### src/verilog/morph_settings.svh
// Build-time sizes of the dilation window and of the raster line
`ifndef MORPH_SETTINGS_SVH
`define MORPH_SETTINGS_SVH

// window side, odd so the window has a centre
`define MORPH_WINDOW_SIZE 5

`define MORPH_LINE_LENGTH 12 // samples per line, blanking included

// line delay depth is line length minus window size
`define MORPH_LINE_ADDR_WIDTH 3

`define MORPH_SAMPLE_WIDTH 6 // five flags plus the pixel

`endif

### src/verilog/morph_pkg.sv
// Sample word layout, structuring element and fill count of the dilation pipeline
`default_nettype none

`include "morph_settings.svh"

package morph_pkg;

  // bit positions in the packed sample word
  parameter int PIX_BIT         = 0;
  parameter int WIN_ENABLE_BIT  = 1;
  parameter int SPDIF_BIT       = 2;
  parameter int VBLANK_BIT      = 3;
  parameter int HBLANK_BIT      = 4;
  parameter int DATA_ENABLE_BIT = 5;

  // diamond mask, bit index is row * window + column
  parameter logic [`MORPH_WINDOW_SIZE*`MORPH_WINDOW_SIZE-1:0] structuring_element = {
    5'b00100,
    5'b01110,
    5'b11111,
    5'b01110,
    5'b00100
  };

  // cycles until the oldest window position holds a real sample
  parameter int FILL_CYCLES =
    (`MORPH_WINDOW_SIZE - 1) * `MORPH_LINE_LENGTH + `MORPH_WINDOW_SIZE + 1;

endpackage

`default_nettype wire

### src/verilog/window_sequencer.sv
// Input register, shared line delay address and pipeline fill tracking
`timescale 1ns/1ps
`default_nettype none

`include "morph_settings.svh"

module window_sequencer (
  input  wire                               clk,
  input  wire                               reset,
  input  wire                               data_enable,
  input  wire                               hblank,
  input  wire                               vblank,
  input  wire                               spdif,
  input  wire                               win_enable,
  input  wire                               pix,
  output logic [`MORPH_SAMPLE_WIDTH-1:0]    in_word,
  output logic [`MORPH_LINE_ADDR_WIDTH-1:0] line_addr,
  output logic                              filled
);

  import morph_pkg::*;

  localparam int LINE_DEPTH = `MORPH_LINE_LENGTH - `MORPH_WINDOW_SIZE;
  localparam int FILL_WIDTH = $clog2(FILL_CYCLES);
  localparam logic [`MORPH_LINE_ADDR_WIDTH-1:0] LAST_ADDR =
    `MORPH_LINE_ADDR_WIDTH'(LINE_DEPTH - 1);
  localparam logic [FILL_WIDTH-1:0] FILL_LAST = FILL_WIDTH'(FILL_CYCLES - 1);

  logic [FILL_WIDTH-1:0] fill_count;

  always_ff @(posedge clk)
  begin
    in_word[DATA_ENABLE_BIT] <= data_enable;
    in_word[HBLANK_BIT]      <= hblank;
    in_word[VBLANK_BIT]      <= vblank;
    in_word[SPDIF_BIT]       <= spdif;
    in_word[WIN_ENABLE_BIT]  <= win_enable;
    in_word[PIX_BIT]         <= pix;
  end

  always_ff @(posedge clk)
  begin
    if (reset)
    begin
      line_addr  <= '0;
      fill_count <= '0;
      filled     <= 1'b0;
    end
    else
    begin
      if (line_addr == LAST_ADDR)
      begin
        line_addr <= '0; // one pass per line of delay
      end
      else
      begin
        line_addr <= line_addr + 1'b1;
      end
      if (!filled)
      begin
        fill_count <= fill_count + 1'b1;
        if (fill_count == FILL_LAST)
        begin
          filled <= 1'b1; // sticks until next reset
        end
      end
    end
  end

endmodule

`default_nettype wire

### src/verilog/line_stage.sv
// One image row of the window, a tap shift register followed by a line delay memory
`timescale 1ns/1ps
`default_nettype none

`include "morph_settings.svh"

module line_stage (
  input  wire                                                clk,
  input  wire                                                reset,
  input  wire  [`MORPH_LINE_ADDR_WIDTH-1:0]                  line_addr,
  input  wire  [`MORPH_SAMPLE_WIDTH-1:0]                     row_in,
  output logic [`MORPH_SAMPLE_WIDTH-1:0]                     row_out,
  output logic [`MORPH_WINDOW_SIZE*`MORPH_SAMPLE_WIDTH-1:0]  taps
);

  localparam int SW         = `MORPH_SAMPLE_WIDTH;
  localparam int WS         = `MORPH_WINDOW_SIZE;
  localparam int LINE_DEPTH = `MORPH_LINE_LENGTH - `MORPH_WINDOW_SIZE;

  logic [SW-1:0] line_mem [LINE_DEPTH];
  logic [SW-1:0] tap_last;

  assign tap_last = taps[(WS-1)*SW +: SW]; // oldest word of the row

  // tap 0 holds the newest word
  always_ff @(posedge clk)
  begin
    if (reset)
    begin
      taps <= '0;
    end
    else
    begin
      taps <= {taps[(WS-1)*SW-1:0], row_in}; // shift one slot per clock
    end
  end

  always_ff @(posedge clk)
  begin
    line_mem[line_addr] <= tap_last; // overwrites the word just read out
  end

  // The address comes back to each slot every LINE_DEPTH clocks, so the
  // word read here left the last tap exactly LINE_DEPTH cycles ago.
  assign row_out = line_mem[line_addr];

endmodule

`default_nettype wire

### src/verilog/dilation_kernel.sv
// Masked OR over the window and registered assembly of the output sample
`timescale 1ns/1ps
`default_nettype none

`include "morph_settings.svh"

module dilation_kernel (
  input  wire                                               clk,
  input  wire                                               reset,
  input  wire [`MORPH_WINDOW_SIZE*`MORPH_WINDOW_SIZE-1:0]   taps_all,
  input  wire [`MORPH_SAMPLE_WIDTH-1:0]                     center_word,
  input  wire                                               filled,
  output logic                                              data_enable_out,
  output logic                                              hblank_out,
  output logic                                              vblank_out,
  output logic                                              spdif_out,
  output logic                                              win_enable_out,
  output logic                                              pix_out
);

  import morph_pkg::*;

  logic [`MORPH_WINDOW_SIZE*`MORPH_WINDOW_SIZE-1:0] masked_taps;
  logic                                             hit;

  assign masked_taps = taps_all & structuring_element; // positions outside the shape drop out
  assign hit         = |masked_taps;

  always_ff @(posedge clk)
  begin
    if (reset || !filled)
    begin
      data_enable_out <= 1'b0; // window still holds unwritten memory
      hblank_out      <= 1'b0;
      vblank_out      <= 1'b0;
      spdif_out       <= 1'b0;
      win_enable_out  <= 1'b0;
      pix_out         <= 1'b0;
    end
    else
    begin
      data_enable_out <= center_word[DATA_ENABLE_BIT]; // flags follow the centre sample
      hblank_out      <= center_word[HBLANK_BIT];
      vblank_out      <= center_word[VBLANK_BIT];
      spdif_out       <= center_word[SPDIF_BIT];
      win_enable_out  <= center_word[WIN_ENABLE_BIT];
      pix_out         <= hit;
    end
  end

endmodule

`default_nettype wire

### src/verilog/morph_dilate_top.sv
// Binary dilation of a raster stream, sequencer feeding a cascade of line stages
`timescale 1ns/1ps
`default_nettype none

`include "morph_settings.svh"

module morph_dilate_top (
  input  wire  clk,
  input  wire  reset,
  input  wire  data_enable,
  input  wire  hblank,
  input  wire  vblank,
  input  wire  spdif,
  input  wire  win_enable,
  input  wire  pix,
  output logic data_enable_out,
  output logic hblank_out,
  output logic vblank_out,
  output logic spdif_out,
  output logic win_enable_out,
  output logic pix_out
);

  import morph_pkg::*;

  localparam int WS     = `MORPH_WINDOW_SIZE;
  localparam int SW     = `MORPH_SAMPLE_WIDTH;
  localparam int CENTER = (WS - 1) / 2;

  logic [SW-1:0]                     row_chain [WS]; // entry k feeds stage k
  logic [WS*SW-1:0]                  stage_taps [WS];
  logic [`MORPH_LINE_ADDR_WIDTH-1:0] line_addr;
  logic                              filled;
  logic [WS*WS-1:0]                  taps_all;
  logic [SW-1:0]                     center_word;

  window_sequencer i_sequencer (
    .clk(clk), .reset(reset), .data_enable(data_enable), .hblank(hblank),
    .vblank(vblank), .spdif(spdif), .win_enable(win_enable), .pix(pix),
    .in_word(row_chain[0]), .line_addr(line_addr), .filled(filled)
  );

  for (genvar k = 0; k < WS; k++)
  begin : g_stage
    if (k < WS - 1)
    begin : g_link
      line_stage i_stage (
        .clk(clk), .reset(reset), .line_addr(line_addr), .row_in(row_chain[k]),
        .row_out(row_chain[k+1]), .taps(stage_taps[k])
      );
    end
    else
    begin : g_last
      line_stage i_stage (
        .clk(clk), .reset(reset), .line_addr(line_addr), .row_in(row_chain[k]),
        .row_out(), .taps(stage_taps[k])
      );
    end
    for (genvar j = 0; j < WS; j++)
    begin : g_tap
      assign taps_all[k*WS + j] = stage_taps[k][j*SW + PIX_BIT]; // row-major
    end
  end

  assign center_word = stage_taps[CENTER][CENTER*SW +: SW];

  dilation_kernel i_kernel (
    .clk(clk), .reset(reset), .taps_all(taps_all), .center_word(center_word),
    .filled(filled), .data_enable_out(data_enable_out), .hblank_out(hblank_out),
    .vblank_out(vblank_out), .spdif_out(spdif_out), .win_enable_out(win_enable_out),
    .pix_out(pix_out)
  );

endmodule

`default_nettype wire

### config.mk
export PLATFORM = sky130hd
export DESIGN_NAME = morph_dilate_top
export DESIGN_NICKNAME = d
export VERILOG_FILES = /design/src/verilog/morph_pkg.sv /design/src/verilog/window_sequencer.sv /design/src/verilog/line_stage.sv /design/src/verilog/dilation_kernel.sv /design/src/verilog/morph_dilate_top.sv
export VERILOG_INCLUDE_DIRS = /design/src /design/src/verilog
export SDC_FILE = /design/constraint.sdc
export NUM_CORES = 1
export LEC_CHECK = 0
export ABC_CLOCK_PERIOD_IN_PS = 2700
export BUFFER_PORTS_ARGS = -buffer_cell sky130_fd_sc_hd__clkbuf_2
export CAP_MARGIN = 20
export CORE_MARGIN = 2
export CORE_UTILIZATION = 60
export CTS_BUF_LIST = sky130_fd_sc_hd__clkbuf_8
export CTS_CLUSTER_DIAMETER = 80
export DETAILED_ROUTE_END_ITERATION = 10
export PLACE_DENSITY = 0.8
export SLEW_MARGIN = 20
export SYNTH_ARGS = -nofsm -noshare
export SYNTH_HDL_FRONTEND = slang
export SYNTH_SLANG_ARGS = --single-unit
### constraint.sdc
create_clock -name clk -period 2.7 [get_ports clk]
set_clock_uncertainty 0.15 [all_clocks]
set_input_delay 0.405 -clock clk [delete_from_list [all_inputs] [get_ports clk]]
set_output_delay 0.405 -clock clk [all_outputs]
set_load 0.01 [all_outputs]
==> results of run 1 <==
[area by class of cell]
type,instances,area [µm²],share of cell area [%]
Sequential cell,208,5145,66.11
Multi-Input combinational cell,231,1575,20.24
Clock buffer,43,591.8,7.605
Timing Repair Buffer,31,230.2,2.958
Tap cell,143,178.9,2.299
Clock inverter,13,53.80,0.6913
Inverter,2,7.507,0.09646
[worst paths after layout]
path / from / endpoint / cells past startpoint / slack (ns)
setup / recovery: i_sequencer.line_addr[1]$_SDFF_PP0_ / g_stage[1].g_link.i_stage.taps[0]$_SDFF_PP0_ / 5 / 0.65
hold / removal: reset / g_stage[1].g_link.i_stage.taps[4]$_SDFF_PP0_ / 2 / 0.19
setup reg to reg: i_sequencer.line_addr[1]$_SDFF_PP0_ / g_stage[1].g_link.i_stage.taps[0]$_SDFF_PP0_ / 5 / 0.65
hold reg to reg: g_stage[1].g_link.i_stage.taps[22]$_SDFF_PP0_ / g_stage[1].g_link.i_stage.taps[28]$_SDFF_PP0_ / 1 / 0.28
[stage by stage]
| stage | setup WS (ns) | instance area, µm² | utilization [%] |
|---|---|---|---|
| after floorplan | 0.2949 | 6860 | - |
| after detailed placement | 0.6898 | 7077 | 62.78 |
| after CTS | 0.6507 | 7782 | 69.04 |
| after global placement | 0.7683 | 7077 | 62.78 |
| final | 0.6474 | 7782 | 69.04 |
| after global routing | 0.5236 | 7782 | 69.04 |
[state kept, by name, summed over array words and instances (netlist names)]
name and count:
g_stage.g_link.i_stage.line_mem 98, g_stage.g_link.i_stage.taps 85, i_sequencer.fill_count 6, i_sequencer.in_word 6, g_stage.g_last.i_stage.taps 3, i_sequencer.line_addr 3
i_kernel.data_enable_out 1, i_kernel.hblank_out 1, i_kernel.pix_out 1, i_kernel.spdif_out 1, i_kernel.vblank_out 1, i_kernel.win_enable_out 1
i_sequencer.filled 1
[metal layers]
layer  routed length, µm  part of all wire, %  GRT usage, %
met1                4705                   41         24.88
met2                5814                   50         32.52
met3                 750                  6.5         3.937
met4                 278                  2.4         6.833
met5                   0                    0             0
[layout by cell type (no fill, tap or decap), drive strengths merged, types with 2 or more instances in the layout]
cell	instances
xor2	3
clkbuf	55
a21o	4
nor2	16
nor2b	80
a221oi	2
nor3	5
inv	15
buf	13
nand2	6
o31ai	2
a31oi	2
edfxtp	98
o21ai	12
dlygate4sd3	6
a211o	2
o2bb2ai	7
a22oi	25
mux2	3
xnor2	2
and2	10
ha	4
mux2i	13
dfxtp	110
a21oi	20
[cells by family (layout without fill, tap and decap cells)]
family / count (synthesis) / count (layout)
flip-flops: 208 / 208
adder cells (fa/ha/maj): 4 / 4
AO/OA/AOI/OAI: 79 / 79
buffers and inverters: 27 / 89
XOR/XNOR: 5 / 5
multiplexers: 17 / 17
AND/OR/NAND/NOR: 126 / 126
[power breakdown]
group	internal, mW	leakage, nW	switching [mW]	total [mW]
combinational	0.159	0.692	0.226	0.386
sequential	3.46	1.84	0.0576	3.52
clock	1.40	0.378	1.07	2.47
total	5.02	2.91	1.36	6.38
==> run summary, run 1 <==
## Power and ir drop
• Pwr Total: 6.376 mW
• maximum vdd drop: 0.6269 mV
• power density cells: 819.2 nW/µm²
• Static Leakage: 2.912 nW

## Setup path
• critical path data arrival time: 2.28 ns
• kind of start point of the critical path: register
• required time reported for the critical path endpoint: 2.93 ns
• cell family with the largest share of critical-path delay: compound AO/OA/AOI/OAI gates
• critical path endpoint category: register
• cells along the critical path: buf_4, mux2_2, a221oi_1, a211o_1, o31ai_1
• crit path max-delay cell type: sky130_fd_sc_hd__dfxtp_1
• critical setup path kind: reg2reg
• critical path peak fanout: 38
• Crit path largest cell delay: 0.44 ns
• number of buffers and inverters on the critical path: 1

## Clock tree
• clock sinks: 208
• clock-pin slew on the worst setup and hold paths: 0.06 ns
• clock root cell: sky130_fd_sc_hd__clkbuf_8
• number of levels in the clock H-tree: 1
• clock latency at the later pin of the worst-skew pair: 0.54 ns
• # resized after CTS: 0
• clock tree from TritonCTS: yes
• Post-CTS Setup Inserts: 0
• number of hold-repair buffers added at the cts stage: 6
• clock buffers created by TritonCTS: 30
• maximum number of buffers from clock root to sink: 3

## Logic synthesis
• Area contributors post-synth: sky130_fd_sc_hd__edfxtp_1 43%, sky130_fd_sc_hd__dfxtp_1 32%, sky130_fd_sc_hd__nor2b_1 7.2%
• leading area contributor after synthesis: sky130_fd_sc_hd__edfxtp_1
• nets in the synthesized netlist: 478
• combinational family with the most area after synthesis: simple AND/OR/NAND/NOR gates
• prevailing post-synth register cell: sky130_fd_sc_hd__dfxtp_1
• EDFF count, synth: 98
• basic-gate share of the synthesized area counting and, or, nand and nor cells: 10.87%
• dominant cell by count in the synthesized netlist: sky130_fd_sc_hd__dfxtp_1
• arithmetic-cell share of the synthesized area counting full adders, half adders and majority gates: 0.7295%
• number of flip-flops and latches in the synthesized netlist: 208
• fraction of the yosys area taken by sequential cells: 75.00%
• number of distinct library cells after synthesis: 44
• area fraction of the dominant cell type after synthesis: 42.90%
• mux cell area share after synthesis: 2.772%
• async set-reset flop share out of synthesis: 0%
• netlist area before placement: 6860 µm²
• post-synthesis share of cell area spent on xor and xnor gates: 0.6383%
• post-synthesis cell count: 466
• most frequent cells after synthesis: 110 x sky130_fd_sc_hd__dfxtp_1, 98 x sky130_fd_sc_hd__edfxtp_1, 79 x sky130_fd_sc_hd__nor2b_1
• total number of yosys warnings: 0
• Avg Cell Area, Syn: 14.72 µm²
• synthesized-area fraction occupied by ao, oa, aoi and oai cells: 7.806%

## Final layout
• Syn-to-layout area delta: 13.44%
• number of nets in the final layout: 516
• proportion of layout cells with a drive suffix above 1: 14.77%
• antenna diode count: 0
• number of standard cells in the final layout excluding fillers: 671
• fillcell total: 728

## STA
• minimum hold slack: 0.1918 ns
• period utilization: 76.02%
• endpoints failing hold: 0
• final setup violation count: 0
• Highest Clock Rate: 0.4872 GHz
• headroom to the max-slew limit: 54.12%
• worst slew pin tran: 0.6882 ns
• number of pins with negative max-slew slack in the final report: 0
• Setup Total Neg Slack: 0 ns
• unrepaired setup endpoints after global routing: no
• Tmin final: 2.053 ns

## Run
• max-cap check violation count: 0

## Route
• final wirelength: 11,550 µm
• number of detailed-routing iterations run before antenna repair: 4
• per-cell via count in the routed design: 5.443
• DRC: 0
• remaining antenna violation count: 0
• total number of vias: 3,652
• routed wirelength normalized by instance count: 17.21 µm
• Iter 0 DRT Violations: 365

## Global route
• Tot GR Track Use: 19.22%
• pin count of the biggest net entering global routing: 56
• vias in the first global route: 3,722
• initial antenna violation count: 0
• total gr overflow: 0
• global-route wire length before repair: 18,710 µm

## Floorplanning
• Placement Rows: 39
• Vert. Die Dim: 110.9 µm
• horizontal die dimension: 110.9 µm
• die area: 12,310 µm²
• effective utilization at floorplan: 60.86%
• IO Count: 14
• Core Box Area: 11,270 µm²

## Place
• post-placement cell count: 609
• dpl hpwl: 6960 µm
• Placer Congestion: 0.7708
• port bufs: 13

## Worst hold path
• Hold WC Path Type: in2reg

## Status
• result of the run: finished clean

Power figures use the tool's default switching activity.
==> inputs of run 2 (changes only) <==
--- a/config.mk
+++ b/config.mk
@@ -6,15 +6,15 @@
 export SDC_FILE = /design/constraint.sdc
 export NUM_CORES = 1
 export LEC_CHECK = 0
-export ABC_CLOCK_PERIOD_IN_PS = 2700
+export ABC_CLOCK_PERIOD_IN_PS = 1750
 export BUFFER_PORTS_ARGS = -buffer_cell sky130_fd_sc_hd__clkbuf_2
 export CAP_MARGIN = 20
 export CORE_MARGIN = 2
-export CORE_UTILIZATION = 60
+export CORE_UTILIZATION = 58
 export CTS_BUF_LIST = sky130_fd_sc_hd__clkbuf_8
 export CTS_CLUSTER_DIAMETER = 80
 export DETAILED_ROUTE_END_ITERATION = 10
-export PLACE_DENSITY = 0.8
+export PLACE_DENSITY = 0.81
 export SLEW_MARGIN = 20
 export SYNTH_ARGS = -nofsm -noshare
 export SYNTH_HDL_FRONTEND = slang
==> constraint.sdc (replaced) <==
create_clock -name clk -period 1.75 [get_ports clk]
set_clock_uncertainty 0.15 [all_clocks]
set_input_delay 0.2625 -clock clk [delete_from_list [all_inputs] [get_ports clk]]
set_output_delay 0.2625 -clock clk [all_outputs]
set_load 0.01 [all_outputs]
==> run summary, run 2 (same netlist as run 1, synthesis figures left out) <==
## Global route
• initial antenna violation count: 0
• total gr overflow: 0
• Tot GR Track Use: 20.19%
• global-route wire length before repair: 20,140 µm
• vias in the first global route: 3,934
• pin count of the biggest net entering global routing: 44

## STA
• unrepaired setup endpoints after global routing: no
• final setup violation count: 0
• number of pins with negative max-slew slack in the final report: 0
• Setup Total Neg Slack: 0 ns
• period utilization: 93.00%
• endpoints failing hold: 0
• worst slew pin tran: 0.4368 ns
• Tmin final: 1.628 ns
• Highest Clock Rate: 0.6144 GHz
• headroom to the max-slew limit: 70.85%

## Floorplanning
• IO Count: 14
• Placement Rows: 39
• die area: 12,710 µm²
• Core Box Area: 11,470 µm²
• horizontal die dimension: 112.8 µm
• effective utilization at floorplan: 59.83%
• Vert. Die Dim: 112.8 µm

## Final layout
• max reg flops: 98
• number of standard cells in the final layout excluding fillers: 688
• most frequent cells in the layout: 108 x sky130_fd_sc_hd__dfxtp_1, 98 x sky130_fd_sc_hd__edfxtp_1, 78 x sky130_fd_sc_hd__nor2b_1, 32 x sky130_fd_sc_hd__clkbuf_8, 25 x sky130_fd_sc_hd__a22oi_1
• Syn-to-layout area delta: 15.39%
• largest register by flop count: g_stage.g_link.i_stage.line_mem
• antenna diode count: 0
• final design area excluding fillers: 7916 µm²
• multi-input logic area: 1594 µm²
• Regs by FF count: g_stage.g_link.i_stage.line_mem x98, g_stage.g_link.i_stage.taps x85
• register area: 5147 µm²
• fillcell total: 719
• commonest non-fill, non-tap cell in the layout: sky130_fd_sc_hd__dfxtp_1
• number of nets in the final layout: 533
• proportion of layout cells with a drive suffix above 1: 17.61%

## Clock tree
• maximum number of buffers from clock root to sink: 3
• clock root cell: sky130_fd_sc_hd__clkbuf_8
• clock sinks: 208
• clock tree from TritonCTS: yes
• number of levels in the clock H-tree: 1
• clock latency at the later pin of the worst-skew pair: 0.53 ns
• clock buffers created by TritonCTS: 30
• clock-pin slew on the worst setup and hold paths: 0.06 ns

## Setup path
• required time reported for the critical path endpoint: 2.06 ns
• kind of start point of the critical path: register
• critical path peak fanout: 11
• critical setup path kind: reg2reg
• critical path data arrival time: 1.94 ns
• critical path endpoint category: register

## Place
• Placer Congestion: 0.8297
• dpl hpwl: 7345 µm
• post-placement cell count: 625
• port bufs: 13
• Post-Place Cell Area: 7263 µm²

## Route
• routed wirelength normalized by instance count: 17.52 µm
• per-cell via count in the routed design: 5.480
• final wirelength: 12,060 µm
• DRC: 0
• remaining antenna violation count: 0
• Iter 0 DRT Violations: 232
• number of detailed-routing iterations run before antenna repair: 5
• total number of vias: 3,770

## Status
• result of the run: finished clean

## Power and ir drop
• Static Leakage: 2.974 nW
• power density cells: 1221 nW/µm²
• maximum vdd drop: 0.7571 mV

## Worst hold path
• Hold WC Path Type: in2reg

## Run
• max-cap check violation count: 0

==> run 2: cell types whose count changed in the layout (fill, tap and decap cells not counted), moves of 2 or more <==
cell	delta
sky130_fd_sc_hd__clkbuf_8	-11
sky130_fd_sc_hd__inv_1	-3
sky130_fd_sc_hd__dfxtp_1	-2
sky130_fd_sc_hd__and2_1	-3
sky130_fd_sc_hd__buf_4	+12
sky130_fd_sc_hd__clkinv_1	+7
sky130_fd_sc_hd__and2_2	+3
sky130_fd_sc_hd__clkinv_2	+5
sky130_fd_sc_hd__buf_12	+4
sky130_fd_sc_hd__nor3_2	-2
sky130_fd_sc_hd__nor3_4	+2
sky130_fd_sc_hd__dfxtp_2	+2
==> run 2: metal layers <==
| layer | GRT usage [%] | share of wire, % | up-vias |
|---|---|---|---|
| met5 | 0 | 0 | - |
| met3 | 3.642 | 6.2 | 25 |
| met4 | 7.480 | 2.3 | 0 |
| met1 | 26.29 | 41 | 1827 |
| met2 | 34.25 | 50 | 140 |
| li1 | - | - | 1778 |
==> run 2: through the flow <==
| step | utilization (%) | power, mW | setup slack (ns) | hold WS (ns) |
|---|---|---|---|---|
| 3_3_place_gp | 63.34 | 6.159 | 0.04799 | 0.2181 |
| 3_5_place_dp | 63.34 | 6.194 | 0.03600 | 0.2164 |
| 5_1_grt | 69.03 | 10.03 | 0.005552 | 0.1811 |
| 6_report | 69.03 | 9.663 | 0.1224 | 0.2045 |
| 4_1_cts | 68.99 | 9.737 | 0.03739 | 0.1790 |
| 2_1_floorplan | - | 5.944 | 0.006660 | 0.1402 |
==> run 2: worst paths after layout <==
check | slack, ns | end | cells after the start | from
worst max-delay path | 0.12 | g_stage[2].g_link.i_stage.taps[0]$_SDFF_PP0_ | 5 | i_sequencer.line_addr[2]$_SDFF_PP0_
worst min-delay path | 0.20 | i_sequencer.in_word[0]$_DFF_P_ | 2 | pix
worst max register to register | 0.12 | g_stage[2].g_link.i_stage.taps[0]$_SDFF_PP0_ | 5 | i_sequencer.line_addr[2]$_SDFF_PP0_
worst min register to register | 0.28 | i_kernel.spdif_out$_SDFF_PP0_ | 1 | g_stage[2].g_link.i_stage.taps[14]$_SDFF_PP0_
==> run 2: final cells by class <==
cell class / count / share of cell area (%)
flip-flops and latches: 208 / 65.02
multi-input cells: 231 / 20.14
well taps: 143 / 2.260
clock buffers: 32 / 5.563
repair buffers: 48 / 5.184
clock inverters: 24 / 1.739
inverters: 2 / 0.09483
==> run 2: timing repair <==
item                                   in CTS  in global routing
gates resized for setup                     0                  3
endpoints found under the hold margin      11                  0
buffers inserted                            0                  0
hold buffers                                7                  0
setup endpoints to repair                   0                 27
==> run 2: report_power, final <==
| group | internal (mW) | switching, mW | leakage, nW |
|---|---|---|---|
| Sequential | 5.33 | 0.0898 | 1.84 |
| Clock | 1.85 | 1.70 | 0.334 |
| Combinational | 0.306 | 0.375 | 0.796 |
==> run 2: worst max-delay path: stages (launching register included) <==
cell and delay [ns]:
sky130_fd_sc_hd__dfxtp_2 0.38, sky130_fd_sc_hd__buf_4 0.17, sky130_fd_sc_hd__nor2_2 0.34, sky130_fd_sc_hd__a22oi_1 0.14, sky130_fd_sc_hd__a21oi_1 0.22, sky130_fd_sc_hd__o2bb2ai_1 0.15
